## src/hw/riscv_ctrl_pkg.sv

```systemverilog
package riscv_ctrl_pkg;

    // Fixed ISA widths
    typedef logic [31:0] instr_t;
    typedef logic [6:0]  opcode_t;
    typedef logic [2:0]  funct3_t;
    typedef logic [6:0]  funct7_t;

    // Base opcodes used by this core
    localparam opcode_t OPC_OP     = 7'b0110011;
    localparam opcode_t OPC_OP_IMM = 7'b0010011;
    localparam opcode_t OPC_LOAD   = 7'b0000011;
    localparam opcode_t OPC_STORE  = 7'b0100011;
    localparam opcode_t OPC_BRANCH = 7'b1100011;
    localparam opcode_t OPC_LUI    = 7'b0110111;

    // ALU opcodes keep the datapath encoding, gaps are the retired MUL, DIV and NOT
    typedef enum logic [7:0] {
        ALU_ADD  = 8'd0,
        ALU_ADDI = 8'd1,
        ALU_SUB  = 8'd2,
        ALU_SLL  = 8'd5,
        ALU_SRL  = 8'd6,
        ALU_AND  = 8'd7,
        ALU_OR   = 8'd8,
        ALU_XOR  = 8'd10,
        ALU_LUI  = 8'd11
    } alu_op_e;

    typedef enum logic [1:0] {
        OP2_RS2  = 2'd0,
        OP2_UIMM = 2'd1,
        OP2_IMM  = 2'd2
    } op2_sel_e;

    typedef enum logic [1:0] {
        REG_SRC_NONE = 2'd0,
        REG_SRC_MEM  = 2'd1,
        REG_SRC_ALU  = 2'd2
    } reg_src_e;

    // PC unit picks the branch condition from this
    typedef enum logic [1:0] {
        PC_SRC_EQ = 2'd0,
        PC_SRC_GE = 2'd3
    } pc_src_e;

    typedef enum logic [2:0] {
        CLS_ILLEGAL = 3'd0,
        CLS_ALU     = 3'd1,
        CLS_LOAD    = 3'd2,
        CLS_STORE   = 3'd3,
        CLS_BRANCH  = 3'd4
    } instr_class_e;

    typedef enum logic [3:0] {
        ST_FETCH      = 4'd0,
        ST_IR_LOAD    = 4'd1,
        ST_ALU_EXEC   = 4'd2,
        ST_ALU_WB     = 4'd3,
        ST_LD_REQ     = 4'd4,
        ST_LD_WB      = 4'd5,
        ST_SD_BUS     = 4'd6,
        ST_SD_IDLE    = 4'd7,
        ST_SD_WRITE   = 4'd8,
        ST_SD_DONE    = 4'd9,
        ST_BR_CMP     = 4'd10,
        ST_BR_RESOLVE = 4'd11
    } ctrl_state_e;

    // Result of instruction classification
    typedef struct packed {
        instr_class_e cls;
        alu_op_e      alu_op;
        op2_sel_e     op2_sel;
        pc_src_e      pc_src;
    } decoded_t;

    typedef struct packed {
        logic cs;
        logic we;
        logic oe;
    } ram_ctrl_t;

    typedef struct packed {
        logic    en;
        pc_src_e src;
        logic    sign;
    } pc_ctrl_t;

    typedef struct packed {
        logic     en;
        logic     we;
        reg_src_e src;
    } reg_ctrl_t;

    typedef struct packed {
        logic     en;
        alu_op_e  op;
        op2_sel_e op2_sel;
    } alu_ctrl_t;

    // Full strobe set toward the datapath
    typedef struct packed {
        ram_ctrl_t ram;
        pc_ctrl_t  pc;
        logic      ir_en;
        reg_ctrl_t rf;
        alu_ctrl_t alu;
    } ctrl_word_t;

endpackage

```

## src/hw/instr_decoder.sv

```systemverilog
`timescale 1ns/1ps

module instr_decoder (
    input  riscv_ctrl_pkg::instr_t   instr,
    output riscv_ctrl_pkg::decoded_t decoded
);
    import riscv_ctrl_pkg::*;

    // funct3 codes
    localparam funct3_t F3_ADD_SUB = 3'b000;
    localparam funct3_t F3_SLL     = 3'b001;
    localparam funct3_t F3_DOUBLE  = 3'b011;
    localparam funct3_t F3_XOR_DIV = 3'b100;
    localparam funct3_t F3_SRL     = 3'b101;
    localparam funct3_t F3_OR      = 3'b110;
    localparam funct3_t F3_AND     = 3'b111;
    localparam funct3_t F3_BEQ     = 3'b000;
    localparam funct3_t F3_BGE     = 3'b101;

    // funct7 codes of the R-type group
    localparam funct7_t F7_BASE   = 7'b0000000;
    localparam funct7_t F7_ALT    = 7'b0100000;
    localparam funct7_t F7_MULDIV = 7'b0000001;

    opcode_t opcode;
    funct3_t funct3;
    funct7_t funct7;
    logic    is_op;

    assign opcode = instr[6:0];
    assign funct3 = instr[14:12];
    assign funct7 = instr[31:25];
    assign is_op  = (opcode == OPC_OP);

    // Same priority as the original if-chain; register fields never looked at
    always_comb begin
        decoded.cls     = CLS_ILLEGAL;
        decoded.alu_op  = ALU_ADD;
        decoded.op2_sel = OP2_RS2;
        decoded.pc_src  = PC_SRC_EQ;

        if (opcode == OPC_OP_IMM && funct3 == F3_ADD_SUB) begin
            decoded.cls     = CLS_ALU;
            decoded.alu_op  = ALU_ADDI;
            decoded.op2_sel = OP2_IMM;
        end else if (is_op && funct7 == F7_BASE && funct3 == F3_ADD_SUB) begin
            decoded.cls    = CLS_ALU;
            decoded.alu_op = ALU_ADD;
        end else if (is_op && funct7 == F7_ALT && funct3 == F3_ADD_SUB) begin
            decoded.cls    = CLS_ALU;
            decoded.alu_op = ALU_SUB;
        end else if (is_op && funct7 == F7_MULDIV) begin
            // MUL and DIV no longer supported
            decoded.cls = CLS_ILLEGAL;
        end else if (is_op && funct7 == F7_BASE && funct3 == F3_SLL) begin
            decoded.cls    = CLS_ALU;
            decoded.alu_op = ALU_SLL;
        end else if (is_op && funct7 == F7_BASE && funct3 == F3_SRL) begin
            decoded.cls    = CLS_ALU;
            decoded.alu_op = ALU_SRL;
        end else if (is_op && funct7 == F7_BASE && funct3 == F3_OR) begin
            decoded.cls    = CLS_ALU;
            decoded.alu_op = ALU_OR;
        end else if (is_op && funct7 == F7_BASE && funct3 == F3_AND) begin
            decoded.cls    = CLS_ALU;
            decoded.alu_op = ALU_AND;
        end else if (is_op && funct7 == F7_BASE && funct3 == F3_XOR_DIV) begin
            decoded.cls    = CLS_ALU;
            decoded.alu_op = ALU_XOR;
        end else if (opcode == OPC_LOAD && funct3 == F3_DOUBLE) begin
            decoded.cls = CLS_LOAD;
        end else if (opcode == OPC_STORE && funct3 == F3_DOUBLE) begin
            decoded.cls = CLS_STORE;
        end else if (opcode == OPC_BRANCH && funct3 == F3_BEQ) begin
            decoded.cls    = CLS_BRANCH;
            decoded.alu_op = ALU_SUB;
            decoded.pc_src = PC_SRC_EQ;
        end else if (opcode == OPC_BRANCH && funct3 == F3_BGE) begin
            decoded.cls    = CLS_BRANCH;
            decoded.alu_op = ALU_SUB;
            decoded.pc_src = PC_SRC_GE;
        end else if (opcode == OPC_LUI) begin
            decoded.cls     = CLS_ALU;
            decoded.alu_op  = ALU_LUI;
            decoded.op2_sel = OP2_UIMM;
        end
    end

endmodule

```

## src/hw/ctrl_sequencer.sv

```systemverilog
`timescale 1ns/1ps

module ctrl_sequencer (
    input  logic                          clk,
    input  logic                          arst_n,
    input  riscv_ctrl_pkg::decoded_t      decoded,
    output riscv_ctrl_pkg::ctrl_state_e   state,
    output riscv_ctrl_pkg::decoded_t      decoded_q
);
    import riscv_ctrl_pkg::*;

    // Cleared decode reads as an illegal instruction
    localparam decoded_t DECODED_CLR = '{
        cls:     CLS_ILLEGAL,
        alu_op:  ALU_ADD,
        op2_sel: OP2_RS2,
        pc_src:  PC_SRC_EQ
    };

    ctrl_state_e state_nxt;

    always_comb begin
        state_nxt = ST_FETCH;
        case (state)
            ST_FETCH: begin
                state_nxt = ST_IR_LOAD;
            end
            ST_IR_LOAD: begin
                // Dispatch on class only, opcode bits stay in the decoder
                case (decoded.cls)
                    CLS_ALU:    state_nxt = ST_ALU_EXEC;
                    CLS_LOAD:   state_nxt = ST_LD_REQ;
                    CLS_STORE:  state_nxt = ST_SD_BUS;
                    CLS_BRANCH: state_nxt = ST_BR_CMP;
                    default:    state_nxt = ST_FETCH;
                endcase
            end
            ST_ALU_EXEC:   state_nxt = ST_ALU_WB;
            ST_ALU_WB:     state_nxt = ST_FETCH;
            ST_LD_REQ:     state_nxt = ST_LD_WB;
            ST_LD_WB:      state_nxt = ST_FETCH;
            // Store walks the chip-select sequence
            ST_SD_BUS:     state_nxt = ST_SD_IDLE;
            ST_SD_IDLE:    state_nxt = ST_SD_WRITE;
            ST_SD_WRITE:   state_nxt = ST_SD_DONE;
            ST_SD_DONE:    state_nxt = ST_FETCH;
            ST_BR_CMP:     state_nxt = ST_BR_RESOLVE;
            ST_BR_RESOLVE: state_nxt = ST_FETCH;
            default:       state_nxt = ST_FETCH;
        endcase
    end

    always_ff @(posedge clk or negedge arst_n) begin
        if (!arst_n) begin
            state <= ST_FETCH;
        end else begin
            state <= state_nxt;
        end
    end

    // Decode is held from the end of IR_LOAD through the execute states
    always_ff @(posedge clk or negedge arst_n) begin
        if (!arst_n) begin
            decoded_q <= DECODED_CLR;
        end else if (state == ST_IR_LOAD) begin
            decoded_q <= decoded;
        end
    end

endmodule

```

## src/hw/ctrl_word_gen.sv

```systemverilog
`timescale 1ns/1ps

module ctrl_word_gen (
    input  logic                        arst_n,
    input  riscv_ctrl_pkg::ctrl_state_e state,
    input  riscv_ctrl_pkg::decoded_t    decoded_q,
    output riscv_ctrl_pkg::ctrl_word_t  ctrl
);
    import riscv_ctrl_pkg::*;

    ctrl_word_t word;

    // Each state sets only what it needs, everything else stays zero
    always_comb begin
        word = '0;
        case (state)
            ST_FETCH: begin
                word.ram.cs = 1'b1;
                word.ram.oe = 1'b1;
                word.pc.en  = 1'b1;
            end
            ST_IR_LOAD: begin
                word.ir_en = 1'b1;
            end
            ST_ALU_EXEC: begin
                word.alu.en      = 1'b1;
                word.alu.op      = decoded_q.alu_op;
                word.alu.op2_sel = decoded_q.op2_sel;
            end
            ST_ALU_WB: begin
                word.rf.en  = 1'b1;
                word.rf.we  = 1'b1;
                word.rf.src = REG_SRC_ALU;
            end
            ST_LD_REQ: begin
                word.ram.cs = 1'b1;
                word.ram.oe = 1'b1;
            end
            ST_LD_WB: begin
                word.rf.en  = 1'b1;
                word.rf.we  = 1'b1;
                word.rf.src = REG_SRC_MEM;
            end
            // Store: first cs pulse makes the RAM release the bus
            ST_SD_BUS: begin
                word.ram.we = 1'b1;
                word.ram.cs = 1'b1;
            end
            ST_SD_IDLE: begin
                word.ram.we = 1'b1;
            end
            // Second cs pulse does the actual write
            ST_SD_WRITE: begin
                word.ram.we = 1'b1;
                word.ram.cs = 1'b1;
            end
            ST_SD_DONE: begin
                word.ram.we = 1'b1;
            end
            ST_BR_CMP: begin
                // Both branches compare by subtraction
                word.alu.en      = 1'b1;
                word.alu.op      = ALU_SUB;
                word.alu.op2_sel = OP2_RS2;
            end
            ST_BR_RESOLVE: begin
                word.pc.en   = 1'b1;
                word.pc.sign = 1'b1;
                word.pc.src  = decoded_q.pc_src;
            end
            default: begin
                word = '0;
            end
        endcase
    end

    // Hold all strobes low while in reset
    assign ctrl = arst_n ? word : '0;

endmodule

```

## src/hw/riscv_ctrl.sv

```systemverilog
`timescale 1ns/1ps

module riscv_ctrl (
    input  logic                       clk,
    input  logic                       arst_n,
    input  riscv_ctrl_pkg::instr_t     instr,
    output riscv_ctrl_pkg::ctrl_word_t ctrl
);
    import riscv_ctrl_pkg::*;

    decoded_t    decoded;
    decoded_t    decoded_q;
    ctrl_state_e state;

    instr_decoder i_decoder (
        .instr   (instr),
        .decoded (decoded)
    );

    ctrl_sequencer i_sequencer (
        .clk       (clk),
        .arst_n    (arst_n),
        .decoded   (decoded),
        .state     (state),
        .decoded_q (decoded_q)
    );

    ctrl_word_gen i_word_gen (
        .arst_n    (arst_n),
        .state     (state),
        .decoded_q (decoded_q),
        .ctrl      (ctrl)
    );

endmodule

```

## config.mk

```make
export PLATFORM = sky130hd
export DESIGN_NAME = riscv_ctrl
export DESIGN_NICKNAME = d
export VERILOG_FILES = /design/src/hw/riscv_ctrl_pkg.sv /design/src/hw/instr_decoder.sv /design/src/hw/ctrl_sequencer.sv /design/src/hw/ctrl_word_gen.sv /design/src/hw/riscv_ctrl.sv
export SDC_FILE = /design/constraint.sdc
export NUM_CORES = 1
export LEC_CHECK = 0
export BUFFER_PORTS_ARGS = -buffer_cell sky130_fd_sc_hd__buf_2
export CAP_MARGIN = 20
export CORE_UTILIZATION = 48
export CTS_BUF_LIST = sky130_fd_sc_hd__clkbuf_8
export CTS_CLUSTER_DIAMETER = 30
export DETAILED_ROUTE_END_ITERATION = 6
export PLACE_DENSITY = 0.87
export SLEW_MARGIN = 5
export SYNTH_ARGS = -nofsm -noshare
export SYNTH_HDL_FRONTEND = slang
export SYNTH_SLANG_ARGS = --single-unit
```

## constraint.sdc

```tcl
create_clock -name clk -period 2.5 [get_ports clk]
set_input_delay 0.25 -clock clk [delete_from_list [all_inputs] [get_ports clk]]
set_output_delay 0.25 -clock clk [all_outputs]
set_load 0.02 [all_outputs]
```

==> flow_metrics.env, run 1 <==
export IMPL_crit_fanout=16
export IMPL_hold_path_end="i_sequencer.state[1]"
export IMPL_ys_ff_latch=11
export IMPL_r2r_slack_ns=0.37
export IMPL_diodes=0
export IMPL_ys_flop_type="dfrtp_1"
export IMPL_slew_viol_final=0
export IMPL_fin_cells=177
export IMPL_place_congestion=0.899
export IMPL_drive_gt1_share_pct=28.9
export IMPL_overflow=0
export IMPL_grt_pass1_wl_um=3620
export IMPL_period_share_pct=89.9
export IMPL_wl_um=2360
export IMPL_setup_tns_ns=0
export IMPL_die_h_um=47.0
export IMPL_synth_area_leader_cell="dfrtp_1"
export IMPL_avgSynthCellArea_sq_um=8.02
export IMPL_drtPass1Iterations=4
export IMPL_initial_core_util_pct=53.9
export IMPL_switchingPower_uw=108
export IMPL_design_core_area_sq_mm=0.00180
export IMPL_wl_per_cell_um=13.3
export IMPL_drt_initial_drc_count=23
export IMPL_cts_buffers=3
export IMPL_hold_violations=0
export IMPL_holdWs_ns=0.244
export IMPL_met2_usage_pct=40.6
export IMPL_r2r_cells=4
export IMPL_grt_pass1_vias=825
export IMPL_viasPerCell=5.84
export IMPL_drc=0
export IMPL_final_core_util_pct=64.5
export IMPL_crit_arrival_ns=2.00
export IMPL_ios=57
export IMPL_rsz0062_at_grt="no"
export IMPL_switching_share_pct=25.6
export IMPL_cts_tree="yes"
export IMPL_rows=15
export IMPL_synthCells=121
export IMPL_grtUsageMet3_pct=1.15
export IMPL_clockBufferDepth=2
export IMPL_startpoint_type="input port"
export IMPL_synth_top_area_share_pct=28.4
export IMPL_clock_latency_ns=0.24
export IMPL_power_frac_comb_pct=16.2
export IMPL_antenna_found_initial=0
export IMPL_grt_busiest_layer="met2"
export IMPL_yosys_cell_types_count=46
export IMPL_r2r_start="i_sequencer.state[3]"
export IMPL_async_flop_share_pct=100
export IMPL_setup_violations=0
export IMPL_path_class="in2out"
export IMPL_grt_max_degree=17
export IMPL_synthTopCellsByArea="dfrtp_1, nor3_1, buf_4"
export IMPL_status="complete, no violations"
export IMPL_p_per_area_mw_per_mm2=364
export IMPL_endpoint_kind="primary output"
export IMPL_fmax_ghz=0.445
export IMPL_netlist_area_sq_um=971
export IMPL_hpwl_um=1830
export IMPL_root_buffer="clkbuf_8"
export IMPL_port_buffer_count=37
export IMPL_grt_use_total_pct=23.4
export IMPL_htreeDepth=1
export IMPL_pwr_share_clk_pct=41.2
export IMPL_finalCriticalPeriod_ns=2.25
export IMPL_die_width_um=47.0
export IMPL_antenna_left=0
export IMPL_skew_ns=0.00234
export IMPL_dpl_cell_count=172
export IMPL_worstPathRequired_ns=2.25
export IMPL_die_area_sq_mm=0.00221
export IMPL_synthTopCellsByCount="nor3_1, dfrtp_1, nand2_1"
export IMPL_synth_most_common_cell="nor3_1"
export IMPL_min_from="instr[3]"
export IMPL_area_growth_pct=19.7
export IMPL_r2r_end="i_sequencer.state[1]"
export IMPL_ctsResizeCount=0
export IMPL_p_leak_nw=0.578
export IMPL_whs_path_depth=2
export IMPL_path_clk_slew_ns=0.05
export IMPL_ir_worst_vdd_uv=204
export IMPL_seq_area_frac_synth_pct=28.4
export IMPL_ys_warn_count=0
export IMPL_seqPwrFrac_pct=42.6
export IMPL_clock_sinks=11
export IMPL_met1_usage_pct=28.6
export IMPL_final_nets=187
export IMPL_hold_path_class="in2reg"
export IMPL_drv_cap=0
export IMPL_synth_edf_count=0
export IMPL_num_vias=1033
export IMPL_power_internal_uw=315
## state kept, by name, summed over array words and instances (netlist names)
| register | flops |
|---|---|
| i_sequencer.state | 4 |
| i_sequencer.decoded_q | 7 |
## cells by family (layout without fill, tap and decap cells)
kind of cell	Yosys count	after routing	synth area share, %
xor+xnor	1	1	0.902
mux	1	1	1.16
other cells	1	4	0.386
simple gates	69	69	41.9
compound gates	22	22	17.1
buf+inv	16	44	10.2
flops	11	11	28.4
## timing repair
item                      in CTS  in global routing
hold endpoints to repair      11                  0
hold buffers                   1                  0
buffers inserted               0                  0
## how the worst max path moves through the flow
stage	startpoint	endpoint	depth (start not counted)
2_1_floorplan	i_sequencer.state[1]	ctrl[14]	5
3_3_place_gp	i_sequencer.state[3]	i_sequencer.state[1]	4
3_5_place_dp	i_sequencer.state[1]	i_sequencer.state[1]	4
4_1_cts	arst_n	ctrl[4]	6
5_1_grt	arst_n	ctrl[4]	6
6_report	arst_n	ctrl[4]	6
## power by group through the flow
stage	Combinational, mW	Clock, mW	Sequential, mW
3_5_place_dp	0.0667	0	0.183
5_1_grt	0.0764	0.186	0.180
6_report	0.0684	0.174	0.180
3_3_place_gp	0.0642	0	0.183
4_1_cts	0.0682	0.178	0.180
2_1_floorplan	0.0443	0	0.182
## worst max-delay path: stages
cell,delay (ns)
dlygate4sd3_1,0.52
buf_2,0.30
nand3_1,0.19
nor3_1,0.37
and2_1,0.20
buf_2,0.16
## layout by cell type, fill, tap and decap left out, drive strengths merged, types with 2 or more instances in the layout
master	instances
a21o	2
a221o	2
and2	7
and3	2
buf	37
clkbuf	3
conb	4
dfrtp	11
inv	3
nand2	11
nand2b	6
nand3	3
nand4	2
nand4bb	3
nor2	7
nor3	13
nor4	2
o21a	2
o21ai	4
or3	4
## through the flow
step,setup slack [ns],total power [mW],cell area (sq um)
final,0.253,0.423,1160
after detailed placement,0.423,0.250,1110
after global routing,0.0822,0.442,1160
after floorplan,0.560,0.227,982
after CTS,0.266,0.427,1160
after global placement,0.451,0.247,1110
## layout make-up
cell class                 count  area, sq um
clock buffer                   3         41.3
clock inverter                 1         3.75
fill                         165          639
inverter                       2         7.51
multi-input combinational     97          608
sequential                    11          275
tap                           25         31.3
timing repair buffer          38          195
## per-layer routing
| layer | wire length (um) | up-vias |
|---|---|---|
| met3 | 105 | 9 |
| met5 | 0 | - |
| met4 | 78 | 0 |
| li1 | - | 499 |
| met1 | 1040 | 473 |
| met2 | 1140 | 52 |
Power figures use the tool's default switching activity.
==> run 2, diff against run 1 <==
--- a/config.mk
+++ b/config.mk
@@ -7,11 +7,11 @@
 export LEC_CHECK = 0
 export BUFFER_PORTS_ARGS = -buffer_cell sky130_fd_sc_hd__buf_2
 export CAP_MARGIN = 20
-export CORE_UTILIZATION = 48
+export CORE_UTILIZATION = 38
 export CTS_BUF_LIST = sky130_fd_sc_hd__clkbuf_8
 export CTS_CLUSTER_DIAMETER = 30
 export DETAILED_ROUTE_END_ITERATION = 6
-export PLACE_DENSITY = 0.87
+export PLACE_DENSITY = 0.71
 export SLEW_MARGIN = 5
 export SYNTH_ARGS = -nofsm -noshare
 export SYNTH_HDL_FRONTEND = slang
==> flow_metrics.env, run 2 (synthesized netlist as in run 1, its figures left out) <==
export IMPL_status="complete, no violations"
export IMPL_clock_sinks=11
export IMPL_min_from="instr[3]"
export IMPL_antenna_left=0
export IMPL_cts_buffers=3
export IMPL_path_cells="dlygate4sd3_1 > buf_2 > nand3_1 > nor3_1 > and2_1 > buf_2"
export IMPL_design_core_area_sq_mm=0.00232
export IMPL_whs_path_depth=2
export IMPL_hold_path_end="i_sequencer.state[1]"
export IMPL_r2r_start="i_sequencer.state[1]"
export IMPL_path_clk_slew_ns=0.05
export IMPL_cpMaxStageDelayCell="dlygate4sd3_1"
export IMPL_overflow=0
export IMPL_drv_cap=0
export IMPL_num_vias=987
export IMPL_slew_viol_final=0
export IMPL_ir_worst_vdd_uv=184
export IMPL_initial_core_util_pct=41.9
export IMPL_root_buffer="clkbuf_8"
export IMPL_area_growth_pct=21.6
export IMPL_hpwl_um=1810
export IMPL_startpoint_type="input port"
export IMPL_port_buffer_count=37
export IMPL_critPathBufInv=3
export IMPL_setup_violations=0
export IMPL_final_nets=189
export IMPL_final_common_cell="buf_2"
export IMPL_cpLargestDelayFamily="buffers and inverters"
export IMPL_seqPwrFrac_pct=43.3
export IMPL_met1Wirelength_um=1100
export IMPL_antenna_found_initial=0
export IMPL_skew_ns=0.00443
export IMPL_drc=0
export IMPL_p_total_uw=416
export IMPL_p_leak_nw=0.589
export IMPL_crit_path_max_incr_delay_ns=0.52
export IMPL_drtPass1Iterations=2
export IMPL_final_cell_mix="buf_2, nor3_1, nand2_1, dfrtp_1"
export IMPL_die_area_sq_mm=0.00276
export IMPL_wl_um=2280
export IMPL_routed_top_layer="met4"
export IMPL_drive_gt1_share_pct=29.9
export IMPL_worstPathRequired_ns=2.25
export IMPL_endpoint_kind="primary output"
export IMPL_fmax_ghz=0.451
export IMPL_period_share_pct=88.7
export IMPL_drt_initial_drc_count=8
export IMPL_r2r_slack_ns=0.42
export IMPL_clockBufferDepth=2
export IMPL_largestRegisters="i_sequencer.decoded_q: 7 flops, i_sequencer.state: 4 flops"
export IMPL_crit_top_cell="buf_2"
export IMPL_clock_latency_ns=0.23
export IMPL_switching_share_pct=24.5
export IMPL_grt_use_total_pct=18.0
export IMPL_viasPerCell=5.42
export IMPL_htreeDepth=1
export IMPL_met2WireLength_um=1060
export IMPL_ios=57
export IMPL_rsz0062_at_grt="no"
export IMPL_path_class="in2out"
export IMPL_grt_pass1_wl_um=3730
export IMPL_holdWs_ns=0.249
export IMPL_cts_tree="yes"
export IMPL_regMostFlops="i_sequencer.decoded_q"
export IMPL_wl_met3_um=95
export IMPL_diodes=0
export IMPL_grt_max_degree=17
export IMPL_die_h_um=52.5
export IMPL_hold_path_class="in2reg"
export IMPL_crit_arrival_ns=1.97
export IMPL_switchingPower_uw=102
export IMPL_power_internal_uw=314
export IMPL_power_frac_comb_pct=16.4
export IMPL_grt_pass1_vias=869
export IMPL_r2r_end="i_sequencer.state[1]"
export IMPL_hold_violations=0
export IMPL_die_width_um=52.5
export IMPL_place_congestion=0.797
export IMPL_crit_fanout=16
export IMPL_p_per_area_mw_per_mm2=352
export IMPL_setup_tns_ns=0
export IMPL_r2r_cells=4
export IMPL_rows=17
export IMPL_wl_per_cell_um=12.5
export IMPL_finalCriticalPeriod_ns=2.22
export IMPL_largest_reg_flops=7
export IMPL_post_cts_setup_buffers=0
export IMPL_pwr_share_clk_pct=40.3
==> run 2: cell count changes in the layout (fill, tap and decap cells not counted) <==
cell | before | now
buf_4 | 0 | 2
==> run 2: power groups by stage <==
stage                     clock [mW]  sequential, mW  combinational, mW
after floorplan                    0           0.182             0.0443
after global placement             0           0.183             0.0650
after detailed placement           0           0.183             0.0671
after CTS                      0.169           0.180             0.0686
after global routing           0.180           0.180             0.0760
final                          0.168           0.180             0.0684
==> run 2: per-stage QoR <==
stage	setup slack [ns]	area, sq um	std cells	utilization (%)
after floorplan	0.560	982	124	-
after global routing	0.0719	1180	182	50.9
final	0.282	1180	182	50.9
after global placement	0.433	1130	177	48.6
after CTS	0.232	1180	182	50.9
after detailed placement	0.432	1130	177	48.6
==> run 2: routing by layer <==
metal / global-route usage [%] / vias to the layer above
met1: 22.2 / 447
li1: - / 504
met4: 6.14 / 0
met3: 2.03 / 2
met5: 0 / -
met2: 31.9 / 34
==> run 2: final cells by class <==
class                   instances  area [sq um]
clock inverters                 1          3.75
inverters                       2          7.51
multi-input cells              97           608
fillers                       235          1140
clock buffers                   3          41.3
flip-flops and latches         11           275
repair buffers                 40           210
well taps                      28          35.0
==> run 2: worst max path at each step <==
stage	endpoint	startpoint	slack, ns	cells past startpoint
6_report	ctrl[2]	arst_n	0.28	6
5_1_grt	ctrl[1]	arst_n	0.07	6
4_1_cts	ctrl[2]	arst_n	0.23	6
3_5_place_dp	i_sequencer.state[1]	i_sequencer.state[1]	0.43	4
3_3_place_gp	i_sequencer.state[1]	i_sequencer.state[1]	0.43	4
2_1_floorplan	ctrl[14]	i_sequencer.state[1]	0.56	5
==> run 2: worst reg2reg max path, cell delays in order, from the launching register on <==
cell,delay (ns)
dfrtp_1,0.48
or4b_1,0.79
a221o_1,0.35
o2bb2a_1,0.29
o41ai_1,0.06
==> run 2: what timing repair did <==
action                                 4_1_cts  5_1_grt
hold buffers                                 1        0
endpoints found under the hold margin       11        0
resized for setup                            0        0
